==> config.mk <==
export PLATFORM = sky130hd
export DESIGN_NAME = thumb_streamer_flat
export DESIGN_NICKNAME = d
export VERILOG_FILES = /design/src/design/gallery_pkg.sv /design/src/design/wb_if.sv /design/src/design/thumb_streamer.sv /design/src/flat_wrapper.sv
export SDC_FILE = /design/constraint.sdc
export NUM_CORES = 1
export LEC_CHECK = 0
export BUFFER_PORTS_ARGS = -buffer_cell sky130_fd_sc_hd__buf_2
export CAP_MARGIN = 25
export CORE_MARGIN = 5
export CORE_UTILIZATION = 35
export CTS_BUF_LIST = sky130_fd_sc_hd__clkbuf_2
export DETAILED_ROUTE_END_ITERATION = 10
export PLACE_DENSITY = 0.69
export SLEW_MARGIN = 10
export SYNTH_ARGS = -nofsm -noshare
export SYNTH_HDL_FRONTEND = slang
export SYNTH_SLANG_ARGS = --single-unit
export TNS_END_PERCENT = 10
==> constraint.sdc <==
create_clock -name CLOCK_50 -period 1.5 [get_ports CLOCK_50]
set_input_delay 0.15 -clock CLOCK_50 [delete_from_list [all_inputs] [get_ports CLOCK_50]]
set_output_delay 0.15 -clock CLOCK_50 [all_outputs]
set_load 0.1 [all_outputs]
==> src/design/gallery_pkg.sv <==
/*
 * Shared geometry and data types for the UART image gallery.
 * Modules refer to these by scoped names into the package.
 */

package gallery_pkg;

  // ==================================================
  // Image geometry
  // ==================================================
  localparam int IMG_W     = 16;
  localparam int IMG_H     = 16;
  localparam int NUM_SLOTS = 4;
  localparam int IMG_BYTES = IMG_W * IMG_H;
  localparam int MEM_BYTES = IMG_BYTES * NUM_SLOTS;

  // Thumbnail keeps every second pixel of every second row
  localparam int THUMB_W = IMG_W / 2;
  localparam int THUMB_H = IMG_H / 2;

  // ==================================================
  // Data types
  // ==================================================
  typedef logic [7:0]                   pixel_t;
  typedef logic [$clog2(MEM_BYTES)-1:0] mem_addr_t;
  typedef logic [$clog2(NUM_SLOTS)-1:0] slot_t;

endpackage

==> src/design/wb_if.sv <==
/*
 * Wishbone classic bus, single byte transfers into the frame memory.
 * One instance per link between a master and a slave.
 */

`timescale 1ns/1ps

interface wb_if;

  logic                  cyc;
  logic                  stb;
  logic                  we;
  gallery_pkg::mem_addr_t adr;
  gallery_pkg::pixel_t   dat_w;
  gallery_pkg::pixel_t   dat_r;
  logic                  ack;

  // Master holds the request until ack comes back
  modport master (
    output cyc, stb, we, adr, dat_w,
    input  dat_r, ack
  );

  modport slave (
    input  cyc, stb, we, adr, dat_w,
    output dat_r, ack
  );

endinterface

==> src/design/thumb_streamer.sv <==
/*
 * Streams a 2:1 decimated thumbnail of one slot to the UART transmitter.
 * A rising edge of send_req while idle latches cur_slot; each kept pixel
 * is read over Wishbone, sent, and tx_done is awaited before the next.
 */

`timescale 1ns/1ps

module thumb_streamer (
  input  logic                CLOCK_50,
  input  logic                DLY_RST_0,
  input  logic                send_req,
  input  gallery_pkg::slot_t  cur_slot,
  input  logic                tx_done,
  output logic                tx_start,
  output gallery_pkg::pixel_t tx_byte,
  output logic                sending,
  wb_if.master                bus
);

  localparam int COL_W = $clog2(gallery_pkg::THUMB_W);
  localparam int ROW_W = $clog2(gallery_pkg::THUMB_H);

  typedef enum logic [1:0] {S_IDLE, S_READ, S_SEND, S_WAIT} state_t;

  state_t              state;
  logic                req_d;
  logic                rd_cyc;
  logic [COL_W-1:0]    col;
  logic [ROW_W-1:0]    row;
  gallery_pkg::slot_t  slot_q;
  gallery_pkg::pixel_t pix_q;
  logic                last_pix;

  // Slot base + 2r rows + 2c columns
  assign bus.adr = gallery_pkg::mem_addr_t'(int'(slot_q) * gallery_pkg::IMG_BYTES
                 + int'(row) * 2 * gallery_pkg::IMG_W + int'(col) * 2);
  assign bus.cyc   = rd_cyc;
  assign bus.stb   = rd_cyc;
  assign bus.we    = 1'b0;
  assign bus.dat_w = '0;

  assign tx_start = (state == S_SEND);
  assign tx_byte  = pix_q;
  assign last_pix = (row == ROW_W'(gallery_pkg::THUMB_H - 1)) &&
                    (col == COL_W'(gallery_pkg::THUMB_W - 1));

  always_ff @(posedge CLOCK_50 or negedge DLY_RST_0) begin
    if (!DLY_RST_0) begin
      state   <= S_IDLE;
      req_d   <= 1'b0;
      rd_cyc  <= 1'b0;
      sending <= 1'b0;
      row     <= '0;
      col     <= '0;
      slot_q  <= '0;
    end else begin
      req_d <= send_req;
      case (state)
        S_IDLE: begin
          if (send_req && !req_d) begin
            slot_q  <= cur_slot;
            row     <= '0;
            col     <= '0;
            sending <= 1'b1;
            rd_cyc  <= 1'b1;
            state   <= S_READ;
          end
        end
        S_READ: begin
          if (bus.ack) begin
            rd_cyc <= 1'b0;
            state  <= S_SEND;
          end
        end
        // tx_start is high for exactly this one cycle
        S_SEND: state <= S_WAIT;
        S_WAIT: begin
          if (tx_done) begin
            if (last_pix) begin
              sending <= 1'b0;
              state   <= S_IDLE;
            end else begin
              col    <= col + 1'b1;
              row    <= (col == COL_W'(gallery_pkg::THUMB_W - 1)) ? row + 1'b1 : row;
              rd_cyc <= 1'b1;
              state  <= S_READ;
            end
          end
        end
        default: state <= S_IDLE;
      endcase
    end
  end

  always_ff @(posedge CLOCK_50) begin
    if (state == S_READ && bus.ack) begin
      pix_q <= bus.dat_r;
    end
  end

endmodule

==> src/flat_wrapper.sv <==
// flat-port wrapper written by rule: the top's interface ports become plain ports
module thumb_streamer_flat 
  (CLOCK_50, DLY_RST_0, send_req, cur_slot, tx_done, tx_start, tx_byte, sending, bus_cyc, bus_stb, bus_we, bus_adr, bus_dat_w, bus_dat_r, bus_ack);
  wb_if bus_i ();
  input  logic CLOCK_50;
  input  logic DLY_RST_0;
  input  logic send_req;
  input  gallery_pkg::slot_t cur_slot;
  input  logic tx_done;
  output logic tx_start;
  output gallery_pkg::pixel_t tx_byte;
  output logic sending;
  output wire logic [$bits(bus_i.cyc)-1:0] bus_cyc;
  output wire logic [$bits(bus_i.stb)-1:0] bus_stb;
  output wire logic [$bits(bus_i.we)-1:0] bus_we;
  output wire logic [$bits(bus_i.adr)-1:0] bus_adr;
  output wire logic [$bits(bus_i.dat_w)-1:0] bus_dat_w;
  input wire logic [$bits(bus_i.dat_r)-1:0] bus_dat_r;
  input wire logic [$bits(bus_i.ack)-1:0] bus_ack;
  assign bus_cyc = bus_i.cyc;
  assign bus_stb = bus_i.stb;
  assign bus_we = bus_i.we;
  assign bus_adr = bus_i.adr;
  assign bus_dat_w = bus_i.dat_w;
  assign bus_i.dat_r = bus_dat_r;
  assign bus_i.ack = bus_ack;
  thumb_streamer u_core (.CLOCK_50(CLOCK_50), .DLY_RST_0(DLY_RST_0), .send_req(send_req), .cur_slot(cur_slot), .tx_done(tx_done), .tx_start(tx_start), .tx_byte(tx_byte), .sending(sending), .bus(bus_i));
endmodule
==> results of run 1 <==
-- worst max-delay path, delay by kind of cell (launching register included) --
family	cells	cell delay (ns)
AOI/OAI and AO/OA	3	0.69
DFF	1	0.47
adders and majority gates	1	0.23
and+or+nand+nor	1	0.13
-- state kept, by name, indices dropped and copies added, names as in the netlist --
register,flops
u_core.row,3
u_core.tx_byte,8
u_core.req_d,1
u_core.col,3
u_core.sending,1
u_core.bus.cyc,1
u_core.slot_q,2
u_core.state,2
-- worst max path at each step --
stage | end | depth (start not counted)
after floorplan | u_core.state[0]$_DFFE_PN0P_ | 6
after global placement | u_core.col[2]$_DFFE_PN0P_ | 6
after detailed placement | u_core.col[1]$_DFFE_PN0P_ | 6
after CTS | u_core.state[0]$_DFFE_PN0P_ | 5
after global routing | u_core.state[0]$_DFFE_PN0P_ | 5
final | u_core.state[0]$_DFFE_PN0P_ | 5
-- cell type report --
class                   instances  area [sq um]  area share (%)
repair buffers                 53           363            23.5
clock buffers                   3          15.0           0.971
well taps                      33          41.3            2.67
multi-input cells              60           522            33.7
flip-flops and latches         21           583            37.7
inverters                       4          15.0           0.971
clock inverters                 1          7.51           0.485
-- per-layer routing --
| layer | global-route usage, % | vias up | share of wire, % |
|---|---|---|---|
| met4 | 3.89 | 0 | 1.4 |
| met2 | 21.9 | 37 | 52 |
| met1 | 12.7 | 389 | 39 |
| li1 | - | 402 | - |
| met3 | 2.56 | 4 | 7.8 |
| met5 | 0 | - | 0 |
-- cells by family (layout without fill, tap and decap cells) --
logic type                 after synthesis  in the layout  synth area share, %
adders and majority gates                8              8                 9.25
muxes                                    4              4                 4.16
AOI/OAI and AO/OA                       16             16                 12.0
DFF                                     21             21                 52.3
buffers and inverters                   18             61                 11.2
other                                    1             11                0.346
and+or+nand+nor                         21             21                 10.8
-- cell usage after synthesis --
master    number  area share [%]
edfxtp_1       8              22
a32o_1         3             2.8
nand2b_1       1            0.58
a21boi_2       2             2.1
a21oi_1        1            0.46
mux2_1         1             1.0
buf_6          1             1.0
nand3_1        3             1.4
a21o_1         1            0.69
nand2_1        8             2.8
clkbuf_2       1            0.46
buf_4         12             8.3
conb_1         1            0.35
nor3b_1        1            0.69
o211ai_1       1            0.69
a221o_1        1            0.92
nor2b_4        1             1.3
inv_1          4             1.4
nor2_1         2            0.69
o31ai_1        2             1.4
nor2b_1        2             1.2
o21ai_1        1            0.46
o221ai_1       2             1.6
and2_1         1            0.58
mux2_2         3             3.1
dfrtp_1       13              30
ha_1           8             9.2
nand4b_1       2             1.6
o21ai_0        2            0.92
-- cells in the final DEF, fill, tap and decap left out, types with 2 or more instances in the layout --
master | netlist | layout
conb_1 | 1 | 11
nor2_1 | 2 | 2
ha_2 | 0 | 5
o21ai_0 | 2 | 2
clkbuf_2 | 1 | 3
dfrtp_2 | 0 | 2
inv_2 | 0 | 2
nand4b_1 | 2 | 2
o221ai_1 | 2 | 2
dlygate4sd3_1 | 0 | 10
edfxtp_1 | 8 | 8
dfrtp_1 | 13 | 7
nand2_2 | 0 | 2
dfrtp_4 | 0 | 4
nor2b_4 | 1 | 2
buf_4 | 12 | 7
a32o_1 | 3 | 3
nand3_1 | 3 | 2
ha_4 | 0 | 3
inv_1 | 4 | 2
mux2_2 | 3 | 3
buf_6 | 1 | 2
buf_2 | 0 | 32
nand2_1 | 8 | 6
-- stage by stage --
step | TNS, ns | hold slack, ns | setup slack, ns
2_1_floorplan | -0.544 | -0.146 | -0.0783
3_3_place_gp | -0.0940 | 0.0496 | -0.0300
3_5_place_dp | -0.925 | 0.0565 | -0.152
4_1_cts | -0.451 | 0.0325 | -0.0996
5_1_grt | -1.05 | 0.0206 | -0.223
6_report | -0.339 | 0.0323 | -0.112
-- timing repair --
item / in CTS / in global routing
endpoints found under the setup margin: 12 / 13
resized for setup: 8 / 8
hold buffers: 10 / 0
hold endpoints to repair: 22 / 0
pin swaps: 3 / 0
setup buffers: 1 / 0
==> impl_metrics.env, run 1 <==
export IMPL_crit_chain="ha_2, nor2b_4, a221o_1, o31ai_2, o31ai_1"
export IMPL_startpoint_type="flip-flop"
export IMPL_nNetsFinal=166
export IMPL_syn_inst=89
export IMPL_status="finished with violations"
export IMPL_post_route_drc_count=0
export IMPL_crit_path_top_delay_cell="dfrtp_1"
export IMPL_worstPathMaxFanout=5
export IMPL_dr_total_vias=832
export IMPL_clk_path_buf_depth=2
export IMPL_fillers=282
export IMPL_report_final_slew_viol_count=0
export IMPL_placed_area_sq_um=1360
export IMPL_grt_pass1_vias=851
export IMPL_drt_pass1_iterations=4
export IMPL_routabilityCongestion=0.725
export IMPL_place_inst=160
export IMPL_worstRegToRegCells=5
export IMPL_cp_startpoint="u_core.state[1]$_DFFE_PN0P_"
export IMPL_rsz0062_at_grt="yes"
export IMPL_whs_path_depth=2
export IMPL_clk_latency_ns=0.33
export IMPL_synth_cell_area_sq_um=1080
export IMPL_violations="negative setup slack"
export IMPL_coreArea_sq_um=3000
export IMPL_routed_wl_mm=2.43
export IMPL_cts_tree="yes"
export IMPL_r2r_slack_ns=-0.11
export IMPL_crit_required_ns=1.73
export IMPL_period_needed_ns=1.61
export IMPL_final_area_sq_um=1550
export IMPL_clock_sinks=21
export IMPL_critPathKind="reg -> reg"
export IMPL_port_buffers=34
export IMPL_synthToLayoutAreaGrowth_pct=42.9
export IMPL_grt_max_degree=14
export IMPL_stdcell_count=175
export IMPL_avgViaCountPerCell=4.75
export IMPL_boundaryPins=46
export IMPL_drv_cap=0
export IMPL_clkTransAtPathRegs_ns=0.21
export IMPL_synth_seq_cells=21
export IMPL_avgSynthCellArea_sq_um=12.2
export IMPL_seq_area_frac_synth_pct=52.3
export IMPL_num_rows=20
export IMPL_hold_viol_final=0
export IMPL_dp_hpwl_mm=1.77
export IMPL_arrival_ns=1.85
export IMPL_yosysWarnings=0
export IMPL_grt_util_all_layers_pct=11.6
export IMPL_hp_start="cur_slot[0]"
export IMPL_drive_above_1_share_pct=53.5
export IMPL_wl_per_cell_um=13.9
export IMPL_finalCritPeriodShare_pct=107
export IMPL_cts_buffers=3
export IMPL_setup_viol=6
export IMPL_min_to="u_core.slot_q[0]$_DFFE_PN0P_"
export IMPL_ys_types=29
export IMPL_fmax_ghz=0.620
export IMPL_finClkSkew_ns=0.00142
export IMPL_grt_pass1_wl_mm=3.82
export IMPL_die_h_um=65.6
export IMPL_antenna_cells=0
export IMPL_r2r_start="u_core.state[1]$_DFFE_PN0P_"
export IMPL_hp_class="in -> reg"
export IMPL_fin_ws_ns=-0.112
export IMPL_cts_root_buffer="clkbuf_2"
export IMPL_crit_path_end_kind="flip-flop"
export IMPL_grt_overflow=0
export IMPL_antenna_found_initial=0
export IMPL_final_core_util_pct=51.5
export IMPL_die_w_um=65.6
export IMPL_drtIter0Drc=40
export IMPL_cp_slowest_stage_delay_ns=0.47
export IMPL_r2r_end="u_core.state[0]$_DFFE_PN0P_"
export IMPL_start_util_pct=36.0
export IMPL_postRouteAntennaNets=0
export IMPL_dieArea_sq_um=4300
export IMPL_htree_num_levels=1
Power of run 1 is left out: the tool's default activity adds up to more than one toggle a clock period on the data nets, which glitch-free logic cannot reach.
==> run 2: changes to the inputs <==
- SETUP_SLACK_MARGIN: not set -> 0.4
==> run 2 against run 1 <==
  * The flow still finishes with violations (negative setup slack)
  * Via count increased by 0.48%
  * Maximum frequency increased by 3.4%
  * Final cell count unchanged
  * Design area increased by 24%
  * Die area unchanged
  * Clock skew increased by 0.0019 ns
  * Utilization increased by 12 points
  * Global-route usage increased by 1.9 points
  * Worst hold slack improved by 0.0098 ns
  * Register-to-register slack improved by 0.05 ns
  * Sequential share of layout area decreased by 7.1 points
  * Critical path depth unchanged
  * Critical path type unchanged
==> impl_metrics.env, run 2 (synthesis results as in run 1) <==
export IMPL_status="finished with violations"
export IMPL_violations="negative setup slack"
export IMPL_grt_overflow=0
export IMPL_cts_tree="yes"
export IMPL_placed_area_sq_um=1370
export IMPL_routed_wl_mm=2.71
export IMPL_dr_total_vias=836
export IMPL_drt_pass1_iterations=4
export IMPL_drtIter0Drc=31
export IMPL_postRouteAntennaNets=0
export IMPL_die_w_um=65.6
export IMPL_largest_register_ffs=8
export IMPL_cts_buffers=3
export IMPL_cellPowerDensity_nw_per_um2=2300
export IMPL_post_route_drc_count=0
export IMPL_port_buffers=34
export IMPL_avgViaCountPerCell=4.78
export IMPL_hold_viol_final=0
export IMPL_fmax_ghz=0.642
export IMPL_nNetsFinal=166
export IMPL_drv_cap=0
export IMPL_finClkSkew_ns=0.00334
export IMPL_post_place_ws_ns=-0.147
export IMPL_crit_path_end_kind="flip-flop"
export IMPL_finalCritPeriodShare_pct=104
export IMPL_worstPathMaxFanout=5
export IMPL_period_needed_ns=1.56
export IMPL_clkTransAtPathRegs_ns=0.20
export IMPL_final_core_util_pct=63.8
export IMPL_cts_root_buffer="clkbuf_2"
export IMPL_clk_latency_ns=0.32
export IMPL_die_h_um=65.6
export IMPL_routabilityCongestion=0.747
export IMPL_clock_sinks=21
export IMPL_place_inst=160
export IMPL_crit_required_ns=1.72
export IMPL_final_common_cell="buf_12"
export IMPL_arrival_ns=1.78
export IMPL_wl_per_cell_um=15.5
export IMPL_dp_hpwl_mm=1.83
export IMPL_final_cell_mix="buf_12 (20), buf_2 (14), conb_1 (11)"
export IMPL_hp_class="in -> reg"
export IMPL_fin_ws_ns=-0.0585
export IMPL_drive_above_1_share_pct=57.7
export IMPL_grt_pass1_wl_mm=4.41
export IMPL_rsz0062_at_grt="yes"
export IMPL_grt_max_degree=14
export IMPL_final_area_sq_um=1920
export IMPL_grt_util_all_layers_pct=13.6
export IMPL_grt_pass1_vias=896
export IMPL_vdd_ir_drop_max_v=0.00120
export IMPL_finalPower_w=0.00440
export IMPL_setup_viol=4
export IMPL_boundaryPins=46
export IMPL_p_leak_nw=0.805
export IMPL_dieArea_sq_um=4300
export IMPL_htree_num_levels=1
export IMPL_antenna_cells=0
export IMPL_startpoint_type="flip-flop"
export IMPL_antenna_found_initial=0
export IMPL_report_final_slew_viol_count=0
export IMPL_critPathKind="reg -> reg"
export IMPL_stdcell_count=175
export IMPL_synthToLayoutAreaGrowth_pct=77.0
export IMPL_fillers=223
export IMPL_start_util_pct=36.0
export IMPL_coreArea_sq_um=3000
export IMPL_clk_path_buf_depth=2
export IMPL_num_rows=20
==> run 2: what timing repair did <==
item	4_1_cts	5_1_grt
gates resized for setup	101	7
pin swaps	11	5
hold buffers	10	0
hold endpoints to repair	22	0
buffers inserted	1	0
setup endpoints to repair	40	40
==> run 2: worst paths after layout <==
path	end	from	cells past startpoint	slack, ns
setup / recovery	u_core.state[0]$_DFFE_PN0P_	u_core.state[0]$_DFFE_PN0P_	5	-0.06
hold / removal	u_core.slot_q[0]$_DFFE_PN0P_	cur_slot[0]	2	0.04
setup reg to reg	u_core.state[0]$_DFFE_PN0P_	u_core.state[0]$_DFFE_PN0P_	5	-0.06
hold reg to reg	u_core.state[0]$_DFFE_PN0P_	u_core.state[0]$_DFFE_PN0P_	1	0.58
max in group asynchronous	u_core.col[0]$_DFFE_PN0P_	DLY_RST_0	2	1.04
min in group asynchronous	u_core.row[0]$_DFFE_PN0P_	DLY_RST_0	2	0.21
==> run 2: critical path, cell delays in order, from the launching register on <==
cell and delay [ns]:
dfrtp_2 0.50, ha_4 0.19, nor2b_4 0.12, a221o_1 0.31, o31ai_1 0.23, o31ai_1 0.11
==> run 2: stage by stage <==
step | hold slack (ns) | setup TNS [ns]
2_1_floorplan | -0.146 | -0.379
3_3_place_gp | 0.0501 | -0.101
3_5_place_dp | 0.0565 | -0.762
4_1_cts | 0.0328 | -0.0967
5_1_grt | 0.0112 | -0.423
6_report | 0.0421 | -0.142
==> run 2: cell type report <==
cell class | instances | area [sq um] | share of cell area [%]
flip-flops and latches | 21 | 587 | 30.6
inverters | 4 | 15.0 | 0.784
clock inverters | 1 | 5.00 | 0.261
well taps | 33 | 41.3 | 2.16
multi-input cells | 60 | 603 | 31.5
clock buffers | 3 | 15.0 | 0.784
repair buffers | 53 | 649 | 33.9
==> run 2: report_power, final <==
| group | switching (W) | internal (W) |
|---|---|---|
| clock | 0.000176 | 0.0000605 |
| sequential | 0.000245 | 0.000809 |
| combinational | 0.00187 | 0.00123 |
| total | 0.00230 | 0.00210 |
==> run 2: metal layers <==
| layer | vias to the layer above | track usage (%) | routed length (um) |
|---|---|---|---|
| met5 | - | 0 | 0 |
| li1 | 403 | - | - |
| met4 | 0 | 3.11 | 18 |
| met2 | 34 | 25.8 | 1460 |
| met3 | 2 | 3.76 | 175 |
| met1 | 397 | 14.7 | 1060 |
Note: power is estimated with default switching activity, not from simulation.
==> run 3: changes to the inputs <==
- TNS_END_PERCENT: 10 -> 50
==> run 3 against run 2 <==
  * The flow still finishes with violations (negative setup slack)
  * Combinational power rose by 1%
  * Global-route usage fell by 2.0 points
  * Sequential share of layout area fell by 0.23 points
  * Sequential power barely moved
  * Via count rose by 1.3%
  * Critical path depth did not move
  * Critical path type unchanged
  * Largest cell class unchanged
  * Largest power group unchanged
==> impl_metrics.env, run 3 (synthesis results as in run 1) <==
export IMPL_status="finished with violations"
export IMPL_violations="negative setup slack"
export IMPL_drt_pass1_iterations=4
export IMPL_startpoint_type="flip-flop"
export IMPL_setup_viol=4
export IMPL_dp_hpwl_mm=1.73
export IMPL_cts_root_buffer="clkbuf_2"
export IMPL_crit_path_end_kind="flip-flop"
export IMPL_wl_per_cell_um=14.3
export IMPL_die_h_um=65.6
export IMPL_die_w_um=65.6
export IMPL_cts_tree="yes"
export IMPL_worstPathMaxFanout=4
export IMPL_drtIter0Drc=18
export IMPL_report_final_slew_viol_count=0
export IMPL_grt_overflow=0
export IMPL_finClkSkew_ns=0.00205
export IMPL_port_buffers=34
export IMPL_clkTransAtPathRegs_ns=0.20
export IMPL_cp_slowest_stage_delay_ns=0.47
export IMPL_fin_ws_ns=-0.0773
export IMPL_hp_class="in -> reg"
export IMPL_final_cell_mix="buf_12 (20), buf_2 (14), conb_1 (11)"
export IMPL_clock_sinks=21
export IMPL_routed_wl_mm=2.57
export IMPL_p_leak_nw=0.830
export IMPL_cp_startpoint="u_core.state[1]$_DFFE_PN0P_"
export IMPL_r2r_start="u_core.state[1]$_DFFE_PN0P_"
export IMPL_route_met3_wl_um=218
export IMPL_crit_chain="inv_2, ha_2, a221o_1, o31ai_2, o31ai_1"
export IMPL_period_needed_ns=1.58
export IMPL_crit_buf_inv=1
export IMPL_worstRegToRegCells=5
export IMPL_r2r_slack_ns=-0.08
export IMPL_stdcell_count=180
export IMPL_post_route_drc_count=0
export IMPL_dieArea_sq_um=4300
export IMPL_seq_area_sq_um=589
export IMPL_htree_num_levels=1
export IMPL_crit_required_ns=1.73
export IMPL_cp_depth=5
export IMPL_final_common_cell="buf_12"
export IMPL_antenna_cells=0
export IMPL_finalPower_w=0.00444
export IMPL_clk_path_buf_depth=2
export IMPL_postRouteAntennaNets=0
export IMPL_coreArea_sq_um=3000
export IMPL_largest_register_ffs=8
export IMPL_finalCritPeriodShare_pct=105
export IMPL_fmax_ghz=0.634
export IMPL_num_rows=20
export IMPL_min_to="u_core.slot_q[1]$_DFFE_PN0P_"
export IMPL_top_layer="met3"
export IMPL_route_met2_wl_mm=1.33
export IMPL_crit_path_top_delay_cell="dfrtp_2"
export IMPL_place_inst=159
export IMPL_cts_buffers=3
export IMPL_r2r_end="u_core.state[0]$_DFFE_PN0P_"
export IMPL_arrival_ns=1.81
export IMPL_antenna_found_initial=0
export IMPL_avgViaCountPerCell=4.71
export IMPL_cellPowerDensity_nw_per_um2=2290
export IMPL_synthToLayoutAreaGrowth_pct=79.1
export IMPL_cp_top_family="compound AO/OA/AOI/OAI gates"
export IMPL_multi_input_area_sq_um=574
export IMPL_grt_pass1_wl_mm=3.82
export IMPL_nNetsFinal=171
export IMPL_routabilityCongestion=0.696
export IMPL_grt_pass1_vias=808
export IMPL_whs_path_depth=2
export IMPL_grt_max_degree=14
export IMPL_final_core_util_pct=64.5
export IMPL_dr_total_vias=847
export IMPL_critPathKind="reg -> reg"
export IMPL_fillers=235
export IMPL_clk_latency_ns=0.32
export IMPL_rsz0062_at_grt="yes"
export IMPL_vdd_ir_drop_max_v=0.00137
export IMPL_drive_above_1_share_pct=57.8
export IMPL_hold_viol_final=0
export IMPL_hp_start="cur_slot[1]"
export IMPL_start_util_pct=36.0
export IMPL_boundaryPins=46
export IMPL_grt_util_all_layers_pct=11.5
export IMPL_drv_cap=0
export IMPL_drt_met1_wl_mm=1.02
==> run 3: layer usage <==
layer | up-vias | global-route usage [%]
met5 | - | 0
met1 | 398 | 13.4
li1 | 412 | -
met3 | 0 | 5.13
met2 | 37 | 20.0
met4 | 0 | 1.55
==> run 3: area by class of cell <==
class,count,share of cell area [%]
repair buffers,58,36.0
flip-flops and latches,21,30.4
multi-input cells,60,29.6
well taps,33,2.13
clock buffers,3,0.775
inverters,4,0.775
clock inverters,1,0.258
==> run 3: what timing repair did <==
item	in CTS	in global routing
setup endpoints to repair	40	40
buffers inserted	1	6
hold endpoints to repair	22	0
hold buffers	10	0
gates resized for setup	82	20
pin swaps	1	6
==> run 3: how the worst max path moves through the flow <==
| stage | endpoint |
|---|---|
| floorplan | u_core.state[0]$_DFFE_PN0P_ |
| finish | u_core.state[0]$_DFFE_PN0P_ |
| global route | u_core.state[0]$_DFFE_PN0P_ |
| CTS | u_core.state[0]$_DFFE_PN0P_ |
| detailed placement | u_core.state[0]$_DFFE_PN0P_ |
| global placement | u_core.state[0]$_DFFE_PN0P_ |
==> run 3: report_power, final <==
part / switching, W / internal (W)
registers: 0.000237 / 0.000814
clock network: 0.000176 / 0.0000604
logic: 0.00186 / 0.00129
total: 0.00227 / 0.00217
==> run 3: through the flow <==
step / hold WS [ns] / setup slack, ns / setup TNS [ns] / cell area, sq um
after floorplan: -0.146 / -0.0783 / -0.308 / 1220
after global placement: 0.0498 / -0.0113 / -0.0270 / 1380
after detailed placement: 0.0598 / -0.132 / -0.468 / 1380
after CTS: 0.0243 / -0.0870 / -0.419 / 1820
after global routing: 0.0142 / -0.131 / -0.692 / 1940
final: 0.0377 / -0.0773 / -0.143 / 1940
==> run 3: worst register-to-register path: stages, from the launching register on <==
cell	delay (ns)
dfrtp_2	0.47
inv_2	0.07
ha_2	0.19
a221o_1	0.40
o31ai_2	0.25
o31ai_1	0.11
